**src/rtl/hdd_discovery_pkg.sv**
```systemverilog
package hdd_discovery_pkg;

    // --------------------------------------------------
    // Stage and encoding codes
    // --------------------------------------------------
    // Run stages, reported in STATUS[3:0]
    typedef enum logic [3:0] {
        STAGE_IDLE        = 4'd0,
        STAGE_PHY_PROBE   = 4'd1,
        STAGE_RATE_DETECT = 4'd2,
        STAGE_DECODE_MFM  = 4'd3,   // First decode trial
        STAGE_DECODE_RLL  = 4'd4,   // Second decode trial
        STAGE_CLASSIFY    = 4'd5,   // No engine
        STAGE_GEOMETRY    = 4'd6,
        STAGE_COMPLETE    = 4'd7,
        STAGE_ERROR       = 4'd8    // No signal or abort
    } stage_t;

    typedef enum logic [2:0] {
        ENC_UNKNOWN = 3'd0,
        ENC_MFM     = 3'd1,
        ENC_RLL     = 3'd2,
        ENC_ESDI    = 3'd3
    } encoding_t;

    // --------------------------------------------------
    // Engine reports
    // --------------------------------------------------
    typedef struct packed {
        logic is_differential;
        logic signal_present;   // Any activity on the read channel
    } phy_report_t;

    typedef struct packed {
        logic [2:0] rate;       // Rate code
        logic       valid;
    } rate_report_t;

    // One decode trial
    typedef struct packed {
        logic [15:0] sync_hits;
        logic [15:0] crc_ok;
        logic [15:0] errors;
    } decode_counts_t;

    typedef struct packed {
        logic [3:0]  heads;
        logic [15:0] cylinders;
        logic [7:0]  spt;          // Sectors per track
        logic [7:0]  interleave;
        logic [7:0]  skew;         // Track to track offset
    } geometry_t;

    typedef struct packed {
        geometry_t geometry;
        logic      valid;
    } geometry_report_t;

    // --------------------------------------------------
    // Sequencer strobes
    // --------------------------------------------------
    typedef struct packed {
        logic phy;
        logic rate;
        logic decode;
        logic geometry;
        logic use_mfm;      // Level, selects the decode trial
    } engine_start_t;

    typedef struct packed {
        logic phy;
        logic rate;
        logic decode;
        logic geometry;
    } engine_done_t;

    typedef struct packed {
        logic phy;
        logic rate;
        logic mfm;
        logic rll;
        logic classify;
        logic geometry;     // Also sets the result valid flag
    } capture_t;

    // CPU register port
    typedef struct packed {
        logic [7:0]  addr;
        logic        wr_en;
        logic        rd_en;
        logic [31:0] wr_data;
    } reg_bus_t;

    // --------------------------------------------------
    // Register map and defaults
    // --------------------------------------------------
    localparam logic [7:0] REG_CTRL   = 8'h00;
    localparam logic [7:0] REG_STATUS = 8'h04;
    localparam logic [7:0] REG_PHY    = 8'h08;
    localparam logic [7:0] REG_RATE   = 8'h0C;
    localparam logic [7:0] REG_ENCODE = 8'h10;
    localparam logic [7:0] REG_GEOM_A = 8'h14;
    localparam logic [7:0] REG_GEOM_B = 8'h18;

    localparam logic [2:0] DEFAULT_RATE  = 3'd1;   // Slowest rate
    localparam logic [2:0] ESDI_MIN_RATE = 3'd3;   // At or above means ESDI

    // Small classic drive, 2 heads x 615 cyl x 17 spt
    localparam geometry_t DEFAULT_GEOMETRY = '{
        heads:      4'd2,
        cylinders:  16'd615,
        spt:        8'd17,
        interleave: 8'd1,
        skew:       8'd0
    };

endpackage
```
**src/rtl/hdd_discovery.sv**
```systemverilog
`timescale 1ns/1ps

module hdd_discovery #(
    parameter int STAGE_TIMEOUT_CYCLES = 4096
) (
    input  logic                                clk,
    input  logic                                reset,
    input  hdd_discovery_pkg::reg_bus_t         reg_bus,
    output logic [31:0]                         rd_data,
    output hdd_discovery_pkg::engine_start_t    engine_start,
    input  hdd_discovery_pkg::engine_done_t     engine_done,
    input  hdd_discovery_pkg::phy_report_t      phy_report,
    input  hdd_discovery_pkg::rate_report_t     rate_report,
    input  hdd_discovery_pkg::decode_counts_t   decode_counts,
    input  hdd_discovery_pkg::geometry_report_t geometry_report
);
    import hdd_discovery_pkg::*;

    logic       start_pulse;
    logic       abort_pulse;
    logic       busy;
    logic       run_start;
    logic       valid;
    logic       is_differential;
    logic [2:0] rate;
    stage_t     stage;
    capture_t   capture;
    encoding_t  encoding;
    geometry_t  geometry;

    // --------------------------------------------------
    // CPU side
    // --------------------------------------------------
    discovery_registers registers_inst (
        .clk             (clk),
        .reset           (reset),
        .reg_bus         (reg_bus),
        .rd_data         (rd_data),
        .start_pulse     (start_pulse),
        .abort_pulse     (abort_pulse),
        .busy            (busy),
        .stage           (stage),
        .valid           (valid),
        .encoding        (encoding),
        .is_differential (is_differential),
        .rate            (rate),
        .geometry        (geometry)
    );

    // --------------------------------------------------
    // Stage control and result capture
    // --------------------------------------------------
    discovery_sequencer #(
        .STAGE_TIMEOUT_CYCLES (STAGE_TIMEOUT_CYCLES)
    ) sequencer_inst (
        .clk            (clk),
        .reset          (reset),
        .start_pulse    (start_pulse),
        .abort_pulse    (abort_pulse),
        .engine_done    (engine_done),
        .signal_present (phy_report.signal_present),
        .busy           (busy),
        .stage          (stage),
        .engine_start   (engine_start),
        .capture        (capture),
        .run_start      (run_start)
    );

    encoding_classifier classifier_inst (
        .clk             (clk),
        .reset           (reset),
        .capture         (capture),
        .decode_counts   (decode_counts),
        .rate            (rate),              // Latched, after fallback
        .is_differential (is_differential),
        .encoding        (encoding)
    );

    discovery_results results_inst (
        .clk             (clk),
        .reset           (reset),
        .capture         (capture),
        .run_start       (run_start),
        .phy_report      (phy_report),
        .rate_report     (rate_report),
        .geometry_report (geometry_report),
        .is_differential (is_differential),
        .rate            (rate),
        .geometry        (geometry),
        .valid           (valid)
    );

endmodule

```
**src/rtl/discovery_registers.sv**
```systemverilog
`timescale 1ns/1ps

module discovery_registers (
    input  logic                         clk,
    input  logic                         reset,
    input  hdd_discovery_pkg::reg_bus_t  reg_bus,
    output logic [31:0]                  rd_data,
    output logic                         start_pulse,
    output logic                         abort_pulse,
    input  logic                         busy,
    input  hdd_discovery_pkg::stage_t    stage,
    input  logic                         valid,
    input  hdd_discovery_pkg::encoding_t encoding,
    input  logic                         is_differential,
    input  logic [2:0]                   rate,
    input  hdd_discovery_pkg::geometry_t geometry
);
    import hdd_discovery_pkg::*;

    logic        ctrl_write;   // Write hits CTRL
    logic [31:0] read_word;    // Word for the addressed register

    assign ctrl_write = reg_bus.wr_en && (reg_bus.addr == REG_CTRL);

    // --------------------------------------------------
    // Read mux
    // --------------------------------------------------
    always_comb begin
        case (reg_bus.addr)
            REG_CTRL:   read_word = {30'd0, valid, busy};
            REG_STATUS: read_word = {28'd0, stage};
            REG_PHY:    read_word = {23'd0, is_differential, 8'd0};
            REG_RATE:   read_word = {29'd0, rate};
            REG_ENCODE: read_word = {29'd0, encoding};
            REG_GEOM_A: read_word = {geometry.cylinders, 12'd0, geometry.heads};
            REG_GEOM_B: begin
                read_word = {8'd0, geometry.skew, geometry.interleave, geometry.spt};
            end
            default:    read_word = 32'd0;   // Unmapped
        endcase
    end

    // Control pulses and registered read data
    always_ff @(posedge clk) begin
        if (reset) begin
            start_pulse <= 1'b0;
            abort_pulse <= 1'b0;
            rd_data     <= 32'd0;
        end else begin
            start_pulse <= ctrl_write && reg_bus.wr_data[0];
            abort_pulse <= ctrl_write && reg_bus.wr_data[1];
            if (reg_bus.rd_en) begin
                rd_data <= read_word;   // Holds between reads
            end
        end
    end

endmodule

```
**src/rtl/discovery_results.sv**
```systemverilog
`timescale 1ns/1ps

module discovery_results (
    input  logic                                clk,
    input  logic                                reset,
    input  hdd_discovery_pkg::capture_t         capture,
    input  logic                                run_start,
    input  hdd_discovery_pkg::phy_report_t      phy_report,
    input  hdd_discovery_pkg::rate_report_t     rate_report,
    input  hdd_discovery_pkg::geometry_report_t geometry_report,
    output logic                                is_differential,
    output logic [2:0]                          rate,
    output hdd_discovery_pkg::geometry_t        geometry,
    output logic                                valid
);
    import hdd_discovery_pkg::*;

    // --------------------------------------------------
    // Engine results with fallbacks
    // --------------------------------------------------
    always_ff @(posedge clk) begin
        if (reset) begin
            is_differential <= 1'b0;
            rate            <= '0;
            geometry        <= '0;
        end else begin
            if (capture.phy) begin
                is_differential <= phy_report.is_differential;
            end
            if (capture.rate) begin
                // Unknown rate, assume the slowest
                rate <= rate_report.valid ? rate_report.rate : DEFAULT_RATE;
            end
            if (capture.geometry) begin
                geometry <= geometry_report.valid ? geometry_report.geometry
                                                  : DEFAULT_GEOMETRY;
            end
        end
    end

    // Valid only after a run reached the geometry capture
    always_ff @(posedge clk) begin
        if (reset) begin
            valid <= 1'b0;
        end else if (run_start) begin
            valid <= 1'b0;
        end else if (capture.geometry) begin
            valid <= 1'b1;
        end
    end

endmodule

```
**src/rtl/encoding_classifier.sv**
```systemverilog
`timescale 1ns/1ps

module encoding_classifier (
    input  logic                              clk,
    input  logic                              reset,
    input  hdd_discovery_pkg::capture_t       capture,
    input  hdd_discovery_pkg::decode_counts_t decode_counts,
    input  logic [2:0]                        rate,
    input  logic                              is_differential,
    output hdd_discovery_pkg::encoding_t      encoding
);
    import hdd_discovery_pkg::*;

    decode_counts_t mfm_counts;   // MFM trial result
    decode_counts_t rll_counts;   // RLL trial result
    logic           rll_better;   // More good CRCs and fewer errors

    assign rll_better = (rll_counts.crc_ok > mfm_counts.crc_ok) &&
                        (rll_counts.errors < mfm_counts.errors);

    // Trial counts, one register per trial
    always_ff @(posedge clk) begin
        if (capture.mfm) begin
            mfm_counts <= decode_counts;
        end
        if (capture.rll) begin
            rll_counts <= decode_counts;
        end
    end

    // --------------------------------------------------
    // Decision, rules in priority order
    // --------------------------------------------------
    always_ff @(posedge clk) begin
        if (reset) begin
            encoding <= ENC_UNKNOWN;
        end else if (capture.classify) begin
            if (rate >= ESDI_MIN_RATE || is_differential) begin
                encoding <= ENC_ESDI;      // Fast or differential link
            end else if (rll_better) begin
                encoding <= ENC_RLL;
            end else if (mfm_counts.crc_ok != 16'd0) begin
                encoding <= ENC_MFM;
            end else begin
                encoding <= ENC_UNKNOWN;   // Neither trial decoded
            end
        end
    end

endmodule

```
**src/rtl/discovery_sequencer.sv**
```systemverilog
`timescale 1ns/1ps

module discovery_sequencer #(
    parameter int STAGE_TIMEOUT_CYCLES = 4096   // Wait limit per engine stage
) (
    input  logic                             clk,
    input  logic                             reset,
    input  logic                             start_pulse,
    input  logic                             abort_pulse,
    input  hdd_discovery_pkg::engine_done_t  engine_done,
    input  logic                             signal_present,
    output logic                             busy,
    output hdd_discovery_pkg::stage_t        stage,
    output hdd_discovery_pkg::engine_start_t engine_start,
    output hdd_discovery_pkg::capture_t      capture,
    output logic                             run_start
);
    import hdd_discovery_pkg::*;

    localparam int               CNT_W     = $clog2(STAGE_TIMEOUT_CYCLES + 1);
    localparam logic [CNT_W-1:0] LAST_WAIT = CNT_W'(STAGE_TIMEOUT_CYCLES - 1);

    typedef enum logic [2:0] {
        S_IDLE,
        S_START,     // Pulse the engine start
        S_WAIT,      // Done, abort or timeout
        S_CAPTURE,   // Capture strobe is high here
        S_NEXT,      // Advance the stage
        S_DONE       // Drop busy
    } seq_state_t;

    seq_state_t       state;
    logic [CNT_W-1:0] wait_count;      // Cycles spent in this wait
    logic             stage_done;      // Done strobe of the current engine
    capture_t         stage_capture;   // Capture strobe of the current stage
    stage_t           next_stage;

    // --------------------------------------------------
    // Per stage routing
    // --------------------------------------------------
    always_comb begin
        stage_done    = 1'b0;
        stage_capture = '0;
        next_stage    = STAGE_COMPLETE;
        case (stage)
            STAGE_PHY_PROBE: begin
                stage_done        = engine_done.phy;
                stage_capture.phy = 1'b1;
                // Dead channel ends the run here
                next_stage        = signal_present ? STAGE_RATE_DETECT : STAGE_ERROR;
            end
            STAGE_RATE_DETECT: begin
                stage_done         = engine_done.rate;
                stage_capture.rate = 1'b1;
                next_stage         = STAGE_DECODE_MFM;
            end
            STAGE_DECODE_MFM: begin
                stage_done        = engine_done.decode;
                stage_capture.mfm = 1'b1;
                next_stage        = STAGE_DECODE_RLL;
            end
            STAGE_DECODE_RLL: begin
                stage_done        = engine_done.decode;
                stage_capture.rll = 1'b1;
                next_stage        = STAGE_CLASSIFY;
            end
            STAGE_CLASSIFY: begin
                stage_capture.classify = 1'b1;
                next_stage             = STAGE_GEOMETRY;
            end
            STAGE_GEOMETRY: begin
                stage_done             = engine_done.geometry;
                stage_capture.geometry = 1'b1;
                next_stage             = STAGE_COMPLETE;
            end
            default: ;
        endcase
    end

    // --------------------------------------------------
    // Stage FSM
    // --------------------------------------------------
    always_ff @(posedge clk) begin
        if (reset) begin
            state        <= S_IDLE;
            stage        <= STAGE_IDLE;
            busy         <= 1'b0;
            run_start    <= 1'b0;
            engine_start <= '0;
            capture      <= '0;
            wait_count   <= '0;
        end else begin
            // Strobes default low, use_mfm keeps its level
            run_start             <= 1'b0;
            capture               <= '0;
            engine_start.phy      <= 1'b0;
            engine_start.rate     <= 1'b0;
            engine_start.decode   <= 1'b0;
            engine_start.geometry <= 1'b0;

            case (state)
                S_IDLE: begin
                    if (start_pulse) begin
                        busy      <= 1'b1;
                        run_start <= 1'b1;   // Clears valid downstream
                        stage     <= STAGE_PHY_PROBE;
                        state     <= S_START;
                    end
                end
                S_START: begin
                    wait_count <= '0;
                    state      <= S_WAIT;
                    case (stage)
                        STAGE_PHY_PROBE:   engine_start.phy  <= 1'b1;
                        STAGE_RATE_DETECT: engine_start.rate <= 1'b1;
                        STAGE_DECODE_MFM: begin
                            engine_start.decode  <= 1'b1;
                            engine_start.use_mfm <= 1'b1;
                        end
                        STAGE_DECODE_RLL: begin
                            engine_start.decode  <= 1'b1;
                            engine_start.use_mfm <= 1'b0;
                        end
                        STAGE_GEOMETRY:    engine_start.geometry <= 1'b1;
                        STAGE_CLASSIFY: begin
                            capture <= stage_capture;   // Straight to capture
                            state   <= S_CAPTURE;
                        end
                        default: state <= S_DONE;   // Final stage, nothing to run
                    endcase
                end
                S_WAIT: begin
                    wait_count <= wait_count + 1'b1;
                    if (abort_pulse) begin
                        stage <= STAGE_ERROR;
                        state <= S_DONE;
                    end else if (stage_done || wait_count == LAST_WAIT) begin
                        // Timeout keeps whatever the engine shows
                        capture <= stage_capture;
                        state   <= S_CAPTURE;
                    end
                end
                S_CAPTURE: begin
                    if (next_stage == STAGE_COMPLETE || next_stage == STAGE_ERROR) begin
                        stage <= next_stage;
                        state <= S_DONE;
                    end else begin
                        state <= S_NEXT;
                    end
                end
                S_NEXT: begin
                    stage <= next_stage;
                    state <= S_START;
                end
                S_DONE: begin
                    busy  <= 1'b0;   // Stage keeps the final code
                    state <= S_IDLE;
                end
                default: state <= S_IDLE;
            endcase
        end
    end

endmodule

```
**config.mk**
```make
export PLATFORM = sky130hd
export DESIGN_NAME = hdd_discovery
export DESIGN_NICKNAME = d
export VERILOG_FILES = /design/src/rtl/hdd_discovery_pkg.sv /design/src/rtl/hdd_discovery.sv /design/src/rtl/discovery_registers.sv /design/src/rtl/discovery_results.sv /design/src/rtl/encoding_classifier.sv /design/src/rtl/discovery_sequencer.sv
export SDC_FILE = /design/constraint.sdc
export NUM_CORES = 1
export LEC_CHECK = 0
export BUFFER_PORTS_ARGS = -buffer_cell sky130_fd_sc_hd__buf_2
export CAP_MARGIN = 10
export CORE_UTILIZATION = 40
export DETAILED_ROUTE_END_ITERATION = 8
export GPL_ROUTABILITY_DRIVEN = 0
export PLACE_DENSITY_LB_ADDON = 0.25
export SLEW_MARGIN = 10
export SYNTH_ARGS = -nofsm -noshare
export SYNTH_HDL_FRONTEND = slang
export SYNTH_SLANG_ARGS = --single-unit
```
**constraint.sdc**
```tcl
create_clock -name clk -period 2.4 [get_ports clk]
set_clock_uncertainty 0.05 [all_clocks]
set_input_delay 0.12 -clock clk [delete_from_list [all_inputs] [get_ports clk]]
set_output_delay 0.12 -clock clk [all_outputs]
set_load 0.01 [all_outputs]
```
**After elaboration in Yosys (flattened, before gate mapping)**

Index checks and enable logic that the tools add are counted.

- Bitwise logic cells: 2
- Reductions and logical operators: 23
- Equality and inequality tests: 24
- Magnitude comparators: 3
- $mul: 0
- Add/sub/neg operators: 1
- Shift operators: 0
- Muxes and demuxes: 35
- Div/mod/pow operators: 0

Operator list:

| operator | number |
|---|---|
| 32-bit one-hot mux with 7 select lines | 1 |
| 44-bit two-way mux | 1 |
| 13-bit one-hot mux with 2 select lines | 1 |
| 8-bit by 5-bit equality test with 1-bit output (second input constant) | 3 |
| 4-bit one-hot mux with 5 select lines | 1 |
| 3-bit two-way mux | 6 |
| 6-bit two-way mux | 3 |
| 4-bit by 3-bit equality test with 1-bit output (second input constant) | 4 |
| 8-bit by 4-bit equality test with 1-bit output (second input constant) | 2 |
| 16-bit greater-than comparator | 1 |
| 16-bit less-than comparator | 1 |
| 4-bit two-way mux | 4 |
| 4-bit one-hot mux with 4 select lines | 1 |
| 16-bit nonzero test | 1 |
| 3-bit one-hot mux with 5 select lines | 1 |
| 13-bit by 1-bit adder with 13-bit output (second input constant) | 1 |
| 13-bit by 12-bit equality test with 1-bit output (second input constant) | 1 |
| 6-bit one-hot mux with 2 select lines | 1 |
| 1-bit two-way mux | 11 |
| 4-bit by 2-bit equality test with 1-bit output (second input constant) | 2 |
| 8-bit by 3-bit equality test with 1-bit output (second input constant) | 1 |
| 8-bit logical NOT | 1 |
| 2-bit OR reduction | 4 |
| 3-bit by 2-bit equality test with 1-bit output (second input constant) | 2 |
| 20 further kinds | 33 |

- Latch bits: 0
- Register bits after elaboration: 183
- Word-level logic and storage cells: 120
- Memory bits (read-only): 0
- Input port bits: 147
- Memories: 0
- Output and inout bits: 37
- Bits in writable memories: 0

**Depth between registers and ports, before layout**

- Word-level depth: 7
- Mapped depth: 8
- Gate-level depth less buffers: 8

**Cells and area by module**

A second synthesis with hierarchy kept.

- Cells, all modules: 765
- Area, all modules: 8045.2 µm²

By module, submodules not included:

| module | cells each | seq. area each (µm²) | area an instance (µm²) | instances |
|---|---|---|---|---|
| encoding_classifier | 194 | 1961.9 | 2859.0 | 1 |
| discovery_results | 193 | 980.9 | 1858.0 | 1 |
| discovery_sequencer | 202 | 660.6 | 1706.6 | 1 |
| discovery_registers | 176 | 680.7 | 1621.6 | 1 |

**Worst setup path after synthesis**

Ideal clock, no wire load.

- Path kind: register -> register
- From: register sequencer_inst.wait_count[0]
- To: register, netlist name sequencer_inst.capture[2]
- Library setup time: 0.092 ns
- Data arrival time: 1.756 ns
- Path buffers: 0
- Stages on the path, launching flop included: 8
- Path slack: 0.503 ns
- Data required time: 2.258 ns
- Clock period less this slack: 1.897 ns
- Cells stage by stage: dfxtp_1 -> ha_1 -> and3_1 -> and3_1 -> nand2_1 -> o31ai_1 -> nand4_1 -> nor4_1

- Cells in the longest elaborated chain, start to end: 5

RTL lines:

| item | line | source |
|---|---|---|
| from (decl) | discovery_sequencer.sv:33 | `logic [CNT_W-1:0] wait_count;` |
| from (signal assigned) | discovery_sequencer.sv:133 | `wait_count <= wait_count + 1'b1;` |
| 13-bit by 12-bit equality test with 1-bit output | discovery_sequencer.sv:137 | `end else if (stage_done \|\| wait_count == LAST_WAIT) begin` |
| 1-bit logical OR | discovery_sequencer.sv:137 |  |
| 6-bit two-way mux | discovery_sequencer.sv:137 |  |
| 6-bit two-way mux | discovery_sequencer.sv:134 | `if (abort_pulse) begin` |
| 6-bit one-hot mux with 2 select lines | discovery_sequencer.sv:101 | `case (state)` |

Every way passes these cells.
A chain may end at the register's enable or synchronous reset.

**Worst setup path in the final report**

- From: register sequencer_inst.wait_count[0]
- To: register, netlist name sequencer_inst.capture[2]

- Cells in the longest elaborated chain, start to end: 5

RTL lines:

| item | line |
|---|---|
| 13-bit by 12-bit equality test with 1-bit output | discovery_sequencer.sv:137 |
| 1-bit logical OR | discovery_sequencer.sv:137 |
| 6-bit two-way mux | discovery_sequencer.sv:137 |
| 6-bit two-way mux | discovery_sequencer.sv:134 |
| 6-bit one-hot mux with 2 select lines | discovery_sequencer.sv:101 |

Every way passes these cells.

==> results.md <==
* Most frequent CP cell: and3_1
* RSZ-0062 raised after global routing: no
* CTS max path bufs at 2
* Pre-antenna DRT Iters at 5
* Seq/Total Area, Yosys at 0.562
* EDFF count, synth at 64
* CP Cell Sequence: ha_1 -> and3_1 -> and3_1 -> nand2_1 -> o31ai_2 -> nand4_1 -> nor4_1
* Worst stage delay on the critical path at 0.39 ns
* Setup TNS at 0 ns
* Power density over the cells at 634 nW/um^2
* Final Max Slew Viols at 0
* Worst slew margin at 0.597
* Inst Count DP at 1,124
* # IOs at 184
* Port Buffers at 137
* Commonest cells post-synth: dfxtp_1 (118), nor2_1 (109), a21oi_1 (87), edfxtp_1 (64), nand2_1 (51)
* CTS clk-pin slew, worst paths at 0.07 ns
* DRT iter0 DRCs at 295
* Max-Cap Viols at 0
* Leak Pwr at 4.15 nW
* Ys flop type: dfxtp_1
* P&R area growth vs syn at 33.1%
* CTS sink cnt at 182
* Top post-synthesis cells by area: dfxtp_1 (31%), edfxtp_1 (25%), a21oi_1 (5.7%)
* DP Wirelength at 11,700 microns
* Antenna cells at 0
* Critical path class: reg -> reg
* Final setup fails at 0
* CTS root buffer: clkbuf_16
* Per-cell routed wire length at 14.2 microns
* Flop2flop setup slack at 0.22 ns
* Data required time of the critical path at 2.68 ns
* Hold Path Origin: reset
* Core ar. at 18,700 sq um
* RR Endpoint: sequencer_inst.capture[2]
* Final Hold Viols at 0
* Syn_nets at 957
* Hold slack at 0.0185 ns
* Hold path depth at 2
* Slowest CP cell: dfxtp_1
* Hold-critical path endpoint: results_inst.geometry[38]
* Remaining Overflow, GRT at 0
* Worst Max-Slew Pin Slew at 0.600 ns
* Period utilization at 0.909
* Worst-Skew Late Latency at 0.43 ns
* Site Rows at 50
* Routed Antenna Nets at 0
* Max frequency at 0.459 GHz
* Die width at 140 microns
* Die Y at 140 microns
* Synth Register Bits at 182
* Via count at 6,236
* Netlist Area Pre-Place at 7630 sq um
* Pin count of the biggest net entering global routing at 79
* H-tree levels at 4
* Post-synthesis cell type count at 62
* Syn_area_per_cell at 9.80 sq um
* Placed cell area at 8590 sq um
* Post-Route WL at 17,800 microns
* Max FO, Critical Path at 5
* Peak VDD IR at 0.000500 V
* DR vias/cell at 4.98
* CTS tree: done
* Antenna violations before repair at 1
* Cell with the most instances after synthesis: dfxtp_1
* Critical path arrival at 2.46 ns
* Tot GR Track Use at 0.190
* Final Instance Area at 10,100 sq um
* Share of flip-flops with an asynchronous set or reset at 0
* Starting Density at 0.408
* Final nets at 1,184
* Total CTS buffers at 17
* Yosys warning count at 0
* Vias in the first global route at 6,045
* Area leader, netlist: dfxtp_1
* Share of cells above drive strength 1 at 0.193
* Final std cells w/o fill at 1,252
* Global-route wire length before repair at 29,400 microns
* Drt drc at 0
* Crit path capture type: flip-flop
* Status: complete, no violations
* Post-synth top area share at 0.310
* R2R depth at 7
* Layout fillers at 1,634
* Postcts setup bufs at 0
* Syn Inst Count at 778
* Min cycle time layout at 2.18 ns
* CP Launch Type: flip-flop
* Die area at 19,600 sq um
* Hold WC Path Type: in -> reg
* FF-to-FF Start: sequencer_inst.wait_count[0]
==> stage by stage <==
| step | utilization | worst slack, ns | power (mW) |
|---|---|---|---|
| 4_1_cts | 0.542 | 0.0924 | 6.51 |
| 3_3_place_gp | 0.459 | 0.225 | 3.61 |
| 3_5_place_dp | 0.459 | 0.119 | 3.61 |
| 5_1_grt | 0.543 | 0.0340 | 6.66 |
| 2_1_floorplan | - | 0.503 | 3.45 |
| 6_report | 0.543 | 0.220 | 6.43 |
==> critical path: cells and delay by family, from the launching register on <==
family	cells	cell delay [ns]
fa+ha+maj	1	0.19
simple gates	5	1.12
compound gates	1	0.32
flops	1	0.39
==> registers in the layout, summed over array words and instances, names as in the netlist, 2 cells and up <==
signal	cells
results_inst.rate	3
results_inst.geometry	44
classifier_inst.rll_counts	32
sequencer_inst.wait_count	13
sequencer_inst.capture	6
registers_inst.rd_data	32
sequencer_inst.stage	4
classifier_inst.encoding	2
sequencer_inst.engine_start	5
sequencer_inst.state	3
classifier_inst.mfm_counts	32
==> layer usage <==
metal	GRT usage	routed length, microns	vias to the layer above
met2	0.299	8200	127
met4	0.0561	176	2
met3	0.0544	902	12
met1	0.253	8540	2885
li1	-	-	3210
met5	0	13	-
==> what timing repair did <==
action                                  CTS  global route
endpoints found under the setup margin    0             3
hold buffers                             96             0
resized for setup                         0             1
hold endpoints to repair                118             0
==> logic make-up after synthesis <==
group	count (synthesis)	share of synthesized area
and+or+nand+nor	300	0.193
DFF	182	0.562
AOI/OAI and AO/OA	169	0.136
buffers and inverters	85	0.0436
adders and majority gates	32	0.0525
muxes	8	0.0107
xor gates and xnor gates	2	0.00230
==> area by class of cell <==
type                            count  area (sq um)  area share
Tap cell                          234           293      0.0288
Clock buffer                       18           439      0.0433
Multi-Input combinational cell    511          3020       0.298
Clock inverter                     14           151      0.0149
Sequential cell                   182          4290       0.422
Timing Repair Buffer              252          1800       0.178
Inverter                           41           154      0.0152
==> cell usage in the layout, fill, tap and decap left out, types with 3 or more instances in the layout <==
| cell | instances |
|---|---|
| buf_2 | 136 |
| dfxtp_1 | 117 |
| nor2_1 | 109 |
| dlygate4sd3_1 | 96 |
| a21oi_1 | 87 |
| edfxtp_1 | 64 |
| nand2_1 | 51 |
| inv_1 | 41 |
| nor2b_1 | 40 |
| ha_1 | 32 |
| nand3_1 | 30 |
| buf_4 | 19 |
| o21ai_0 | 18 |
| clkbuf_16 | 17 |
| nor3_1 | 16 |
| nand2b_1 | 13 |
| o22ai_1 | 11 |
| nor4_1 | 9 |
| a211oi_1 | 8 |
| a221oi_1 | 8 |
| nand4_1 | 7 |
| mux2i_1 | 7 |
| a22oi_1 | 6 |
| a311oi_1 | 6 |
| nand3b_1 | 5 |
| inv_6 | 5 |
| and3_1 | 4 |
| inv_8 | 4 |
| or4_1 | 3 |
| clkinv_4 | 3 |
==> how the worst max path moves through the flow <==
| stage | endpoint | cells past startpoint | start | slack (ns) |
|---|---|---|---|---|
| floorplan | sequencer_inst.capture[2] | 7 | sequencer_inst.wait_count[0] | 0.50 |
| global placement | sequencer_inst.capture[2] | 7 | sequencer_inst.wait_count[0] | 0.22 |
| detailed placement | sequencer_inst.capture[2] | 7 | sequencer_inst.wait_count[0] | 0.12 |
| CTS | sequencer_inst.capture[2] | 7 | sequencer_inst.wait_count[0] | 0.09 |
| global route | sequencer_inst.capture[2] | 7 | sequencer_inst.wait_count[0] | 0.03 |
| finish | sequencer_inst.capture[2] | 7 | sequencer_inst.wait_count[0] | 0.22 |
==> where the power goes <==
part           internal, mW  switching [mW]
clock                  1.51            1.28
sequential             3.20          0.0248
combinational         0.218           0.200
Note: power is estimated with default switching activity, not from simulation.
